--- src/verilog/glay_memory_pkg.sv ---
// Sizes and packed structs shared by the cache front end of the graph engine
// Every module refers to these by package-scoped name

package glay_memory_pkg;

  // --------------------------------------------------------------------------
  // Sizes
  // --------------------------------------------------------------------------
  // Vertex reader and edge reader
  localparam int num_requestors     = 2;
  localparam int requestor_id_width = 1;
  localparam int addr_width         = 32;
  localparam int data_width         = 64;

  // Cache requests in flight without a response
  localparam int outstanding_max    = 4;

  localparam int fifo_depth         = 8;
  // Almost full once free entries fall below this many
  localparam int almost_full_free   = 4;

  // Derived widths
  localparam int fifo_ptr_width     = $clog2(fifo_depth);
  localparam int fifo_count_width   = $clog2(fifo_depth + 1);
  localparam int credit_width       = $clog2(outstanding_max + 1);

  // --------------------------------------------------------------------------
  // Packets
  // --------------------------------------------------------------------------
  // Read request from one requestor
  typedef struct packed {
    logic                  valid;
    logic [addr_width-1:0] base_address;
    logic [addr_width-1:0] address_offset;
  } memory_request_t;

  // Read request toward the cache, tagged with its requestor
  typedef struct packed {
    logic                          valid;
    logic [requestor_id_width-1:0] id;
    logic [addr_width-1:0]         addr;
  } cache_request_t;

  // Cache answer carrying the id of the request
  typedef struct packed {
    logic                          valid;
    logic [requestor_id_width-1:0] id;
    logic [data_width-1:0]         data;
  } cache_response_t;

  // Answer as seen by the owning requestor
  typedef struct packed {
    logic                  valid;
    logic [data_width-1:0] data;
  } requestor_response_t;

endpackage

--- src/verilog/request_arbiter.sv ---
// Round-robin arbiter between the two registered requestor inputs
// One loser parks in a hold register and goes out on the next cycle
`timescale 1ns/1ps

module request_arbiter (
  input  logic                                   ap_clk,
  input  logic                                   control_areset,
  input  glay_memory_pkg::memory_request_t       req_in [glay_memory_pkg::num_requestors],
  output glay_memory_pkg::cache_request_t        grant_out,
  output logic [glay_memory_pkg::addr_width-1:0] grant_offset
);

  // --------------------------------------------------------------------------
  // Hold register and priority state
  // --------------------------------------------------------------------------
  glay_memory_pkg::memory_request_t               hold_req;
  logic [glay_memory_pkg::requestor_id_width-1:0] hold_id;
  logic                                           hold_valid;
  // Id granted most recently
  logic [glay_memory_pkg::requestor_id_width-1:0] last_id;
  // Favoured requestor on a tie
  logic [glay_memory_pkg::requestor_id_width-1:0] prio_id;
  logic                                           both_valid;

  // Next grant and next hold contents
  logic                                           grant_valid;
  logic [glay_memory_pkg::requestor_id_width-1:0] grant_id;
  glay_memory_pkg::memory_request_t               grant_req;
  logic                                           hold_load;
  logic [glay_memory_pkg::requestor_id_width-1:0] hold_load_id;

  assign both_valid = req_in[0].valid & req_in[1].valid;
  assign prio_id    = ~last_id;

  // --------------------------------------------------------------------------
  // Grant selection
  // --------------------------------------------------------------------------
  always_comb begin
    grant_valid  = 1'b1;
    grant_id     = '0;
    grant_req    = req_in[0];
    hold_load    = 1'b0;
    hold_load_id = '0;
    if (hold_valid) begin
      // Parked loser first, keeps per-requestor order
      grant_id  = hold_id;
      grant_req = hold_req;
      if (req_in[0].valid | req_in[1].valid) begin
        hold_load    = 1'b1;
        hold_load_id = req_in[1].valid;
      end
    end else if (both_valid) begin
      // Tie goes to the one not served last
      grant_id     = prio_id;
      grant_req    = req_in[prio_id];
      hold_load    = 1'b1;
      hold_load_id = ~prio_id;
    end else if (req_in[0].valid) begin
      grant_id  = 1'b0;
      grant_req = req_in[0];
    end else if (req_in[1].valid) begin
      grant_id  = 1'b1;
      grant_req = req_in[1];
    end else begin
      grant_valid = 1'b0;
    end
  end

  // --------------------------------------------------------------------------
  // Registers
  // --------------------------------------------------------------------------
  always_ff @(posedge ap_clk) begin
    if (control_areset) begin
      hold_valid      <= 1'b0;
      // Priority starts at requestor 0
      last_id         <= '1;
      grant_out.valid <= 1'b0;
    end else begin
      hold_valid      <= hold_load;
      grant_out.valid <= grant_valid;
      if (grant_valid) begin
        last_id <= grant_id;
      end
    end
  end

  always_ff @(posedge ap_clk) begin
    if (hold_load) begin
      hold_req <= req_in[hold_load_id];
      hold_id  <= hold_load_id;
    end
    // addr carries the base until the adder stage
    grant_out.id   <= grant_id;
    grant_out.addr <= grant_req.base_address;
    grant_offset   <= grant_req.address_offset;
  end

  // Generator keeps a pair out while a loser is parked
  hold_no_overflow_a : assert property (
    @(posedge ap_clk) disable iff (control_areset)
    hold_valid |-> !both_valid
  );

endmodule

--- src/verilog/request_fifo.sv ---
// Synchronous FIFO of tagged cache requests between address stage and cache
// dout is registered and valid one cycle after rd_en
`timescale 1ns/1ps

module request_fifo (
  input  logic                            ap_clk,
  input  logic                            control_areset,
  input  glay_memory_pkg::cache_request_t din,
  input  logic                            wr_en,
  input  logic                            rd_en,
  output glay_memory_pkg::cache_request_t dout,
  output logic                            full,
  output logic                            empty,
  output logic                            almost_full
);

  // --------------------------------------------------------------------------
  // Storage and pointers
  // --------------------------------------------------------------------------
  glay_memory_pkg::cache_request_t              mem [glay_memory_pkg::fifo_depth];
  logic [glay_memory_pkg::fifo_ptr_width-1:0]   wr_ptr;
  logic [glay_memory_pkg::fifo_ptr_width-1:0]   rd_ptr;
  // Entries currently stored
  logic [glay_memory_pkg::fifo_count_width-1:0] count;

  // Status flags
  assign full  = count == glay_memory_pkg::fifo_count_width'(glay_memory_pkg::fifo_depth);
  assign empty = count == '0;
  // Free space below the margin
  assign almost_full =
    (glay_memory_pkg::fifo_count_width'(glay_memory_pkg::fifo_depth) - count) <
    glay_memory_pkg::fifo_count_width'(glay_memory_pkg::almost_full_free);

  // --------------------------------------------------------------------------
  // Control
  // --------------------------------------------------------------------------
  always_ff @(posedge ap_clk) begin
    if (control_areset) begin
      wr_ptr     <= '0;
      rd_ptr     <= '0;
      count      <= '0;
      dout.valid <= 1'b0;
    end else begin
      // Pointers wrap on their own, depth is a power of two
      if (wr_en) begin
        wr_ptr <= wr_ptr + 1'b1;
      end
      if (rd_en) begin
        rd_ptr <= rd_ptr + 1'b1;
      end
      case ({wr_en, rd_en})
        2'b10:   count <= count + 1'b1;
        2'b01:   count <= count - 1'b1;
        default: count <= count;
      endcase
      dout.valid <= rd_en;
    end
  end

  // --------------------------------------------------------------------------
  // Data path
  // --------------------------------------------------------------------------
  always_ff @(posedge ap_clk) begin
    if (wr_en) begin
      mem[wr_ptr] <= din;
    end
    if (rd_en) begin
      dout.id   <= mem[rd_ptr].id;
      dout.addr <= mem[rd_ptr].addr;
    end
  end

  // Upstream margin must keep writes out of a full FIFO
  no_write_when_full_a : assert property (
    @(posedge ap_clk) disable iff (control_areset)
    !(wr_en && full)
  );

  no_read_when_empty_a : assert property (
    @(posedge ap_clk) disable iff (control_areset)
    !(rd_en && empty)
  );

endmodule

--- src/verilog/outstanding_credit_counter.sv ---
// Credit pool for cache requests in flight without a response
// take on issue, give on a returned response
`timescale 1ns/1ps

module outstanding_credit_counter (
  input  logic ap_clk,
  input  logic control_areset,
  input  logic take,
  input  logic give,
  output logic has_credit
);

  // Free credits
  logic [glay_memory_pkg::credit_width-1:0] count;

  // --------------------------------------------------------------------------
  // Count update
  // --------------------------------------------------------------------------
  always_ff @(posedge ap_clk) begin
    if (control_areset) begin
      // Full pool after reset
      count <= glay_memory_pkg::credit_width'(glay_memory_pkg::outstanding_max);
    end else if (take && !give) begin
      count <= count - 1'b1;
    end else if (give && !take) begin
      count <= count + 1'b1;
    end
    // take and give together cancel
  end

  assign has_credit = count != '0;

  // Issue is gated by has_credit
  no_take_at_zero_a : assert property (
    @(posedge ap_clk) disable iff (control_areset)
    take |-> count != '0
  );

  // Cache must answer each request once only
  count_in_range_a : assert property (
    @(posedge ap_clk) disable iff (control_areset)
    count <= glay_memory_pkg::credit_width'(glay_memory_pkg::outstanding_max)
  );

endmodule

--- src/verilog/cache_request_generator.sv ---
// Turns two requestor read streams into one credit-gated cache request stream
// Input register, arbiter, adder stage, FIFO, then out to the cache
`timescale 1ns/1ps

module cache_request_generator (
  input  logic                                       ap_clk,
  input  logic                                       control_areset,
  input  glay_memory_pkg::memory_request_t           mem_req [glay_memory_pkg::num_requestors],
  output logic [glay_memory_pkg::num_requestors-1:0] request_ready,
  input  logic                                       resp_seen,
  output glay_memory_pkg::cache_request_t            cache_req
);

  // --------------------------------------------------------------------------
  // Stage signals
  // --------------------------------------------------------------------------
  glay_memory_pkg::memory_request_t       mem_req_reg [glay_memory_pkg::num_requestors];
  // Both inputs registered in one cycle
  logic                                   in_pair_pending;

  // Arbiter output, addr still holds the base
  glay_memory_pkg::cache_request_t        arb_grant;
  logic [glay_memory_pkg::addr_width-1:0] arb_offset;

  // FIFO side
  glay_memory_pkg::cache_request_t        fifo_din;
  logic                                   fifo_rd_en;
  logic                                   fifo_empty;
  logic                                   fifo_almost_full;

  // Credits
  logic                                   has_credit;
  logic                                   resp_seen_reg;

  // --------------------------------------------------------------------------
  // Input register
  // --------------------------------------------------------------------------
  always_ff @(posedge ap_clk) begin
    if (control_areset) begin
      for (int i = 0; i < glay_memory_pkg::num_requestors; i++) begin
        mem_req_reg[i].valid <= 1'b0;
      end
      resp_seen_reg <= 1'b0;
    end else begin
      for (int i = 0; i < glay_memory_pkg::num_requestors; i++) begin
        mem_req_reg[i].valid <= mem_req[i].valid;
      end
      // Credit comes back one cycle after the response
      resp_seen_reg <= resp_seen;
    end
    for (int i = 0; i < glay_memory_pkg::num_requestors; i++) begin
      mem_req_reg[i].base_address   <= mem_req[i].base_address;
      mem_req_reg[i].address_offset <= mem_req[i].address_offset;
    end
  end

  // A registered pair parks one request in the arbiter hold register
  // Skipping one cycle lets it drain before the next pair
  assign in_pair_pending = mem_req_reg[0].valid & mem_req_reg[1].valid;
  assign request_ready   =
    {glay_memory_pkg::num_requestors{~(fifo_almost_full | in_pair_pending)}};

  // --------------------------------------------------------------------------
  // Arbitration
  // --------------------------------------------------------------------------
  request_arbiter arbiter_i (
    .ap_clk         (ap_clk),
    .control_areset (control_areset),
    .req_in         (mem_req_reg),
    .grant_out      (arb_grant),
    .grant_offset   (arb_offset)
  );

  // --------------------------------------------------------------------------
  // Address stage
  // --------------------------------------------------------------------------
  always_ff @(posedge ap_clk) begin
    if (control_areset) begin
      fifo_din.valid <= 1'b0;
    end else begin
      fifo_din.valid <= arb_grant.valid;
    end
    // Byte address is base plus offset
    fifo_din.id   <= arb_grant.id;
    fifo_din.addr <= arb_grant.addr + arb_offset;
  end

  // --------------------------------------------------------------------------
  // Request queue, registered dout goes straight to the cache
  // --------------------------------------------------------------------------
  // Issue only with a credit in hand
  assign fifo_rd_en = ~fifo_empty & has_credit;

  request_fifo fifo_i (
    .ap_clk         (ap_clk),
    .control_areset (control_areset),
    .din            (fifo_din),
    .wr_en          (fifo_din.valid),
    .rd_en          (fifo_rd_en),
    .dout           (cache_req),
    .full           (),
    .empty          (fifo_empty),
    .almost_full    (fifo_almost_full)
  );

  // --------------------------------------------------------------------------
  // Outstanding transactions
  // --------------------------------------------------------------------------
  outstanding_credit_counter credit_i (
    .ap_clk         (ap_clk),
    .control_areset (control_areset),
    .take           (fifo_rd_en),
    .give           (resp_seen_reg),
    .has_credit     (has_credit)
  );

endmodule

--- src/verilog/cache_response_router.sv ---
// Steers each cache response to the requestor named by its id
// One register stage, and the raw valid is handed back as a credit
`timescale 1ns/1ps

module cache_response_router (
  input  logic                                 ap_clk,
  input  logic                                 control_areset,
  input  glay_memory_pkg::cache_response_t     cache_resp,
  output glay_memory_pkg::requestor_response_t req_resp [glay_memory_pkg::num_requestors],
  output logic                                 resp_seen
);

  // --------------------------------------------------------------------------
  // Response register
  // --------------------------------------------------------------------------
  always_ff @(posedge ap_clk) begin
    if (control_areset) begin
      for (int i = 0; i < glay_memory_pkg::num_requestors; i++) begin
        req_resp[i].valid <= 1'b0;
      end
    end else begin
      // Valid only on the owning entry
      for (int i = 0; i < glay_memory_pkg::num_requestors; i++) begin
        req_resp[i].valid <= cache_resp.valid &&
          (cache_resp.id == glay_memory_pkg::requestor_id_width'(i));
      end
    end
    // Data fans out to every entry
    for (int i = 0; i < glay_memory_pkg::num_requestors; i++) begin
      req_resp[i].data <= cache_resp.data;
    end
  end

  // Credit return to the generator
  assign resp_seen = cache_resp.valid;

endmodule

--- src/verilog/glay_cache_port.sv ---
// Cache front end of the graph engine, two read requestors to one cache port
// Requests go out through the generator, responses come back through the router
`timescale 1ns/1ps

module glay_cache_port (
  input  logic                                       ap_clk,
  input  logic                                       control_areset,
  input  glay_memory_pkg::memory_request_t           mem_req [glay_memory_pkg::num_requestors],
  output logic [glay_memory_pkg::num_requestors-1:0] request_ready,
  output glay_memory_pkg::cache_request_t            cache_req,
  input  glay_memory_pkg::cache_response_t           cache_resp,
  output glay_memory_pkg::requestor_response_t       req_resp [glay_memory_pkg::num_requestors]
);

  // Response pulse that frees one credit
  logic resp_seen;

  // --------------------------------------------------------------------------
  // Request path
  // --------------------------------------------------------------------------
  cache_request_generator generator_i (
    .ap_clk         (ap_clk),
    .control_areset (control_areset),
    .mem_req        (mem_req),
    .request_ready  (request_ready),
    .resp_seen      (resp_seen),
    .cache_req      (cache_req)
  );

  // --------------------------------------------------------------------------
  // Response path
  // --------------------------------------------------------------------------
  cache_response_router router_i (
    .ap_clk         (ap_clk),
    .control_areset (control_areset),
    .cache_resp     (cache_resp),
    .req_resp       (req_resp),
    .resp_seen      (resp_seen)
  );

endmodule

--- config.mk ---
export PLATFORM = sky130hd
export DESIGN_NAME = glay_cache_port
export DESIGN_NICKNAME = d
export VERILOG_FILES = /design/src/verilog/glay_memory_pkg.sv /design/src/verilog/request_arbiter.sv /design/src/verilog/request_fifo.sv /design/src/verilog/outstanding_credit_counter.sv /design/src/verilog/cache_request_generator.sv /design/src/verilog/cache_response_router.sv /design/src/verilog/glay_cache_port.sv
export SDC_FILE = /design/constraint.sdc
export NUM_CORES = 1
export LEC_CHECK = 0
export ABC_AREA = 1
export BUFFER_PORTS_ARGS = -buffer_cell sky130_fd_sc_hd__buf_2
export CAP_MARGIN = 20
export CORE_UTILIZATION = 41
export DETAILED_ROUTE_END_ITERATION = 8
export PLACE_DENSITY_LB_ADDON = 0.25
export SETUP_SLACK_MARGIN = 0.2
export SYNTH_ARGS = -nofsm -noshare
export SYNTH_HDL_FRONTEND = slang
export SYNTH_SLANG_ARGS = --single-unit
--- constraint.sdc ---
create_clock -name ap_clk -period 10.9 [get_ports ap_clk]
set_clock_uncertainty 0.2 [all_clocks]
set_input_delay 0.545 -clock ap_clk [delete_from_list [all_inputs] [get_ports ap_clk]]
set_output_delay 0.545 -clock ap_clk [all_outputs]
set_load 0.1 [all_outputs]
## Word level (Yosys, flattened, before mapping)

Memory sizes are Yosys's and may differ from the RTL's. A register that Yosys moved wholly into a read port is not among the register bits.
Cells that the tools add are included.

- Reductions and logical operators: 10
- Equality and inequality tests: 2
- Add/sub/neg operators: 8
- Bitwise gates (word level): 10
- Multiplexer cells: 28
- $lt $le $gt $ge: 3

Operators by type and width:

| operator | count |
|---|---|
| 2-to-1 mux 64 bit | 7 |
| 2-to-1 mux 65 bit | 3 |
| adder 32 bit | 1 |
| 2-to-1 mux 1 bit | 15 |
| adder 3 x 1 -> 3 bit (second input constant) | 3 |
| one-hot mux 4 bit (2 select lines) | 1 |
| 2-to-1 mux 3 bit | 2 |
| adder 4 x 1 -> 4 bit (second input constant) | 1 |
| greater-or-equal comparator 2 bit (second input constant) | 2 |
| logical AND 1 bit | 4 |
| zero test 4 bit | 1 |
| < comparator 4 x 3 -> 1 bit (second input constant) | 1 |
| inverter 1 bit | 4 |
| inverter 1 -> 2 bit | 2 |
| nonzero test 2 bit | 2 |
| subtractor 4 x 1 -> 4 bit (second input constant) | 1 |
| subtractor 4 bit (first input constant) | 1 |
| nonzero test 3 bit | 1 |
| subtractor 3 x 1 -> 3 bit (second input constant) | 1 |
| bitwise AND 1 bit | 2 |
| equality test 2 x 1 -> 1 bit (second input constant) | 1 |
| equality test 2 bit (second input constant) | 1 |
| zero test 1 bit | 2 |
| bitwise OR 1 bit | 2 |

- Memories: 1
- Input bits: 198
- Bits in writable memories: 272
- Register bits after elaboration: 378
- Logic and storage cells: 89
- Output and inout bits: 166

Memories:

| name | words | width | read ports | clocked after Yosys merged registers in | wr ports | line | RTL |
|---|---|---|---|---|---|---|---|
| generator_i.fifo_i.mem | 8 | 34 | 1 | 1 | 1 | request_fifo.sv:20 | `glay_memory_pkg::cache_request_t mem [glay_memory_pkg::fifo_depth];` |

## Longest topological paths before layout

- Depth after elaboration: 7
- Depth in mapped cells: 15

## Hierarchy

Synthesis repeated with hierarchy kept, for this count alone.

- Cells, all modules: 2751
- Area total of the unflattened synthesis: 26714.4 um^2

By module, submodules not included:

| module | times used | area each (um^2) | cells an instance |
|---|---|---|---|
| request_fifo | 1 | 11945.2 | 866 |
| request_arbiter | 1 | 7014.2 | 1053 |
| cache_request_generator | 1 | 5738.0 | 671 |
| cache_response_router | 1 | 1828.0 | 136 |
| outstanding_credit_counter | 1 | 188.9 | 25 |

## Least setup slack after synthesis

OpenSTA, ideal clock, no wires.

- Kind: register to register
- From: register generator_i.arbiter_i.hold_valid
- To: register generator_i.arbiter_i.hold_id, enable pin
- Path buffers: 1
- Data required time: 10189 ps
- Arrival: 3800 ps
- Setup slack: 6389 ps
- Cell stages (with the launch flop): 4
- Clock period less this slack: 4511 ps
- Library setup time: 511 ps
- Cells stage by stage: dfxtp_1 inv_1 buf_2 a21oi_1

- Longest elaborated chain between the ends: 1

RTL lines:

| element | line | RTL |
|---|---|---|
| start: declaration | request_arbiter.sv:18 | `logic hold_valid;` |
| start signal: assignment | request_arbiter.sv:79 | `hold_valid <= hold_load;` |
| 2-to-1 mux 1 bit | request_arbiter.sv:44 | `if (hold_valid) begin` |
| net generator_i.arbiter_i.hold_load | request_arbiter.sv:29 | `logic hold_load;` |
| end signal: assignment | request_arbiter.sv:90 | `hold_id <= hold_load_id;` |
| end: declaration | request_arbiter.sv:17 | `logic [glay_memory_pkg::requestor_id_width-1:0] hold_id;` |

The timed path passes the listed nets, and every way through them passes these cells.
A chain may end at the register's enable or synchronous reset.

==> impl_metrics.tcl <==
set metrics [dict create \
    worstMarginPinSlew_ns 0.9756 \
    synth_top_cell_by_area "edfxtp_1" \
    fin_crit_sh 0.2917 \
    via_count 17270 \
    ctsHtreeMaxLevel 3 \
    worstReg2RegEnd "generator_i.fifo_i.dout[10]$_DFFE_PN_" \
    cts_tree "done" \
    yosys_warnings 0 \
    path_clk_slew_ns 0.06 \
    timing.slew.headroom 0.3496 \
    critPathMaxFanout 70 \
    fin_tns_setup_ns 0 \
    synth_nets 2560 \
    placed_area_sq_um 26930 \
    clock_latency_ns 0.60 \
    synth_top_area_share 0.4362 \
    synth_async_sr_flop_share 0 \
    seq_area_sq_um 17140 \
    core_sq_um 60250 \
    drt_iter0_markers 1024 \
    boundaryPins 364 \
    cts_setup_buffers 0 \
    ys_types 30 \
    nets 3054 \
    routedWlPerCell_um 15.78 \
    synth_cells 2322 \
    powerDensity_nw_per_um2 239.2 \
    gp_congestion 0.8595 \
    grt_pass1_wl_mm 90.45 \
    crit_required_ns 11.05 \
    post-route-util 0.5197 \
    initial_core_util 0.4137 \
    drc_errors 0 \
    preCtsSetupSlack_ns 7.689 \
    fp.dieW_um 248.5 \
    cap_violations 0 \
    die_h_um 248.5 \
    overflow 0 \
    maxSlewViolCount 0 \
    crit_path_start "generator_i.fifo_i.rd_ptr[0]$_SDFFE_PP0N_" \
    fill_cells 5217 \
    synth_seq_cells 675 \
    die-area_sq_um 61770 \
    first_pass_iters 8 \
    first_global_vias 16970 \
    rr_startpoint "generator_i.fifo_i.rd_ptr[0]$_SDFFE_PP0N_" \
    cts_resized 0 \
    cts_sinks 675 \
    crit_end "generator_i.fifo_i.dout[10]$_DFFE_PN_" \
    fmax_mhz 314.6 \
    antenna_found_initial 3 \
    grt_start_max_net_pins 129 \
    final_area_sq_um 31310 \
    ir_drop_mv 0.1344 \
    synth_area_leaders "edfxtp_1, dfxtp_1, nand2_1" \
    synth_most_common_cell "nand2_1" \
    layout-drive-gt1-share 0.1770 \
    multi_input_area_sq_um 6113 \
    cp_data_arrival_time_ns 3.32 \
    syn_area_sq_um 24920 \
    cts_root_buf "clkbuf_16" \
    cts_buffers 72 \
    setup_viol 0 \
    gr-usage-all-layers 0.1845 \
    synth_edf_count 362 \
    drtAntennaViolNets 0 \
    synthFlopType "edfxtp_1" \
    syn-mean-instance-area_sq_um 10.73 \
    core.rowCount 90 \
    dp_hpwl_mm 33.91 \
    synth_common_cells "nand2_1, nor2_1, edfxtp_1" \
    vias_per_cell 4.720 \
    hold_class "primary input to flip-flop" \
    reg2reg_slack_ns 7.72 \
    cp-start-kind "flip-flop" \
    critical_path_class "flip-flop to flip-flop" \
    area_growth_pct 25.64 \
    cts_max_path_buffers 3 \
    yosysSeqAreaShare 0.6876 \
    setup_ws_ns 7.721 \
    whs_ns 0.07393 \
    status "finished, final reports clean" \
    finalCriticalPeriod_ns 3.179 \
    largest_reg_flops 264 \
    rsz0062_at_grt "false" \
    min_from "control_areset" \
    io_buffer_count 363 \
    cp-end-kind "flip-flop" \
    finalHoldViolCount 0 \
    reg2reg_depth 6 \
    wirelength_mm 57.76 \
    leakagePower_uw 0.01350 \
]
worst min-delay path by stage:
stage	cells past startpoint	to
2_1_floorplan	0	generator_i.fifo_din[32]$_DFF_P_
3_3_place_gp	2	generator_i.fifo_din[33]$_SDFF_PP0_
3_5_place_dp	2	generator_i.fifo_din[33]$_SDFF_PP0_
4_1_cts	2	generator_i.fifo_din[33]$_SDFF_PP0_
5_1_grt	2	generator_i.resp_seen_reg$_SDFF_PP0_
6_report	2	generator_i.mem_req_reg[64]$_SDFF_PP0_
placed cells by master (no fill, tap or decap), types with 2 or more instances in the layout:
| cell | netlist | layout |
|---|---|---|
| bufinv_16 | 0 | 2 |
| inv_6 | 0 | 4 |
| buf_4 | 71 | 14 |
| nand3_1 | 32 | 32 |
| clkinvlp_4 | 0 | 2 |
| clkbuf_8 | 0 | 12 |
| fa_1 | 3 | 3 |
| a21oi_1 | 97 | 96 |
| nand2_1 | 426 | 425 |
| clkbuf_1 | 54 | 17 |
| clkinv_8 | 0 | 2 |
| nor2_2 | 0 | 8 |
| dfxtp_1 | 313 | 310 |
| edfxtp_1 | 362 | 362 |
| dfxtp_2 | 0 | 2 |
| dlygate4sd3_1 | 0 | 197 |
| clkinv_1 | 1 | 6 |
| inv_1 | 204 | 203 |
| o21ai_0 | 206 | 206 |
| nand4_1 | 4 | 4 |
| clkinv_2 | 0 | 15 |
| nor2_1 | 383 | 375 |
| buf_12 | 0 | 2 |
| buf_2 | 21 | 363 |
| nand2_4 | 0 | 2 |
| nor3_1 | 5 | 5 |
| o32ai_1 | 66 | 66 |
| clkbuf_16 | 0 | 74 |
| xnor2_1 | 2 | 2 |
| xor2_1 | 15 | 15 |
| ha_1 | 37 | 37 |
per-stage QoR:
| step | total power, uW | std cells |
|---|---|---|
| after global placement | 5082 | 3324 |
| after floorplan | 4718 | 2322 |
| final | 7488 | 3659 |
| after detailed placement | 5124 | 3324 |
| after CTS | 7563 | 3655 |
| after global routing | 7837 | 3658 |
critical path, cell delays in order, from the launching register on:
cell and delay (ns):
dfxtp_4 0.69, clkinv_2 0.86, buf_4 0.66, nor2_1 0.19, o32ai_1 0.11, nand2_1 0.08
nand2_1 0.07
layer usage:
| metal | vias up | global-route usage | part of all wire |
|---|---|---|---|
| li1 | 8657 | - | - |
| met1 | 8018 | 0.2449 | 0.45 |
| met2 | 497 | 0.3055 | 0.48 |
| met3 | 97 | 0.03067 | 0.052 |
| met4 | 0 | 0.06495 | 0.023 |
| met5 | - | 0 | 0 |
report_power, final:
part	internal [uW]	switching, uW	leakage, uW
sequential	3030	210	0.00594
combinational	455	1420	0.00641
clock	1390	982	0.00115
total	4870	2610	0.0135
what timing repair did:
item / in CTS / in global routing
setup endpoints to repair: 0 / 0
hold buffers: 197 / 0
endpoints found under the hold margin: 197 / 0
cell families (layout without fill, tap and decap cells):
| logic type | Yosys count | count (layout) | share of synthesized area |
|---|---|---|---|
| DFF | 675 | 675 | 0.6876 |
| and+or+nand+nor | 854 | 854 | 0.1313 |
| AOI/OAI and AO/OA | 373 | 373 | 0.08525 |
| other | 0 | 1 | 0 |
| xor gates and xnor gates | 17 | 17 | 0.005975 |
| buffers and inverters | 363 | 917 | 0.06883 |
| adders and majority gates | 40 | 40 | 0.02099 |
cell type report:
cell class              count  share of cell area
multi-input cells        1284              0.1952
clock inverters            31            0.008192
clock buffers             103             0.06645
diodes                      1          0.00007992
flip-flops and latches    675              0.5475
well taps                 782             0.03125
inverters                 206             0.02478
repair buffers            577              0.1265
No activity file was read; power rests on OpenSTA's default activity.
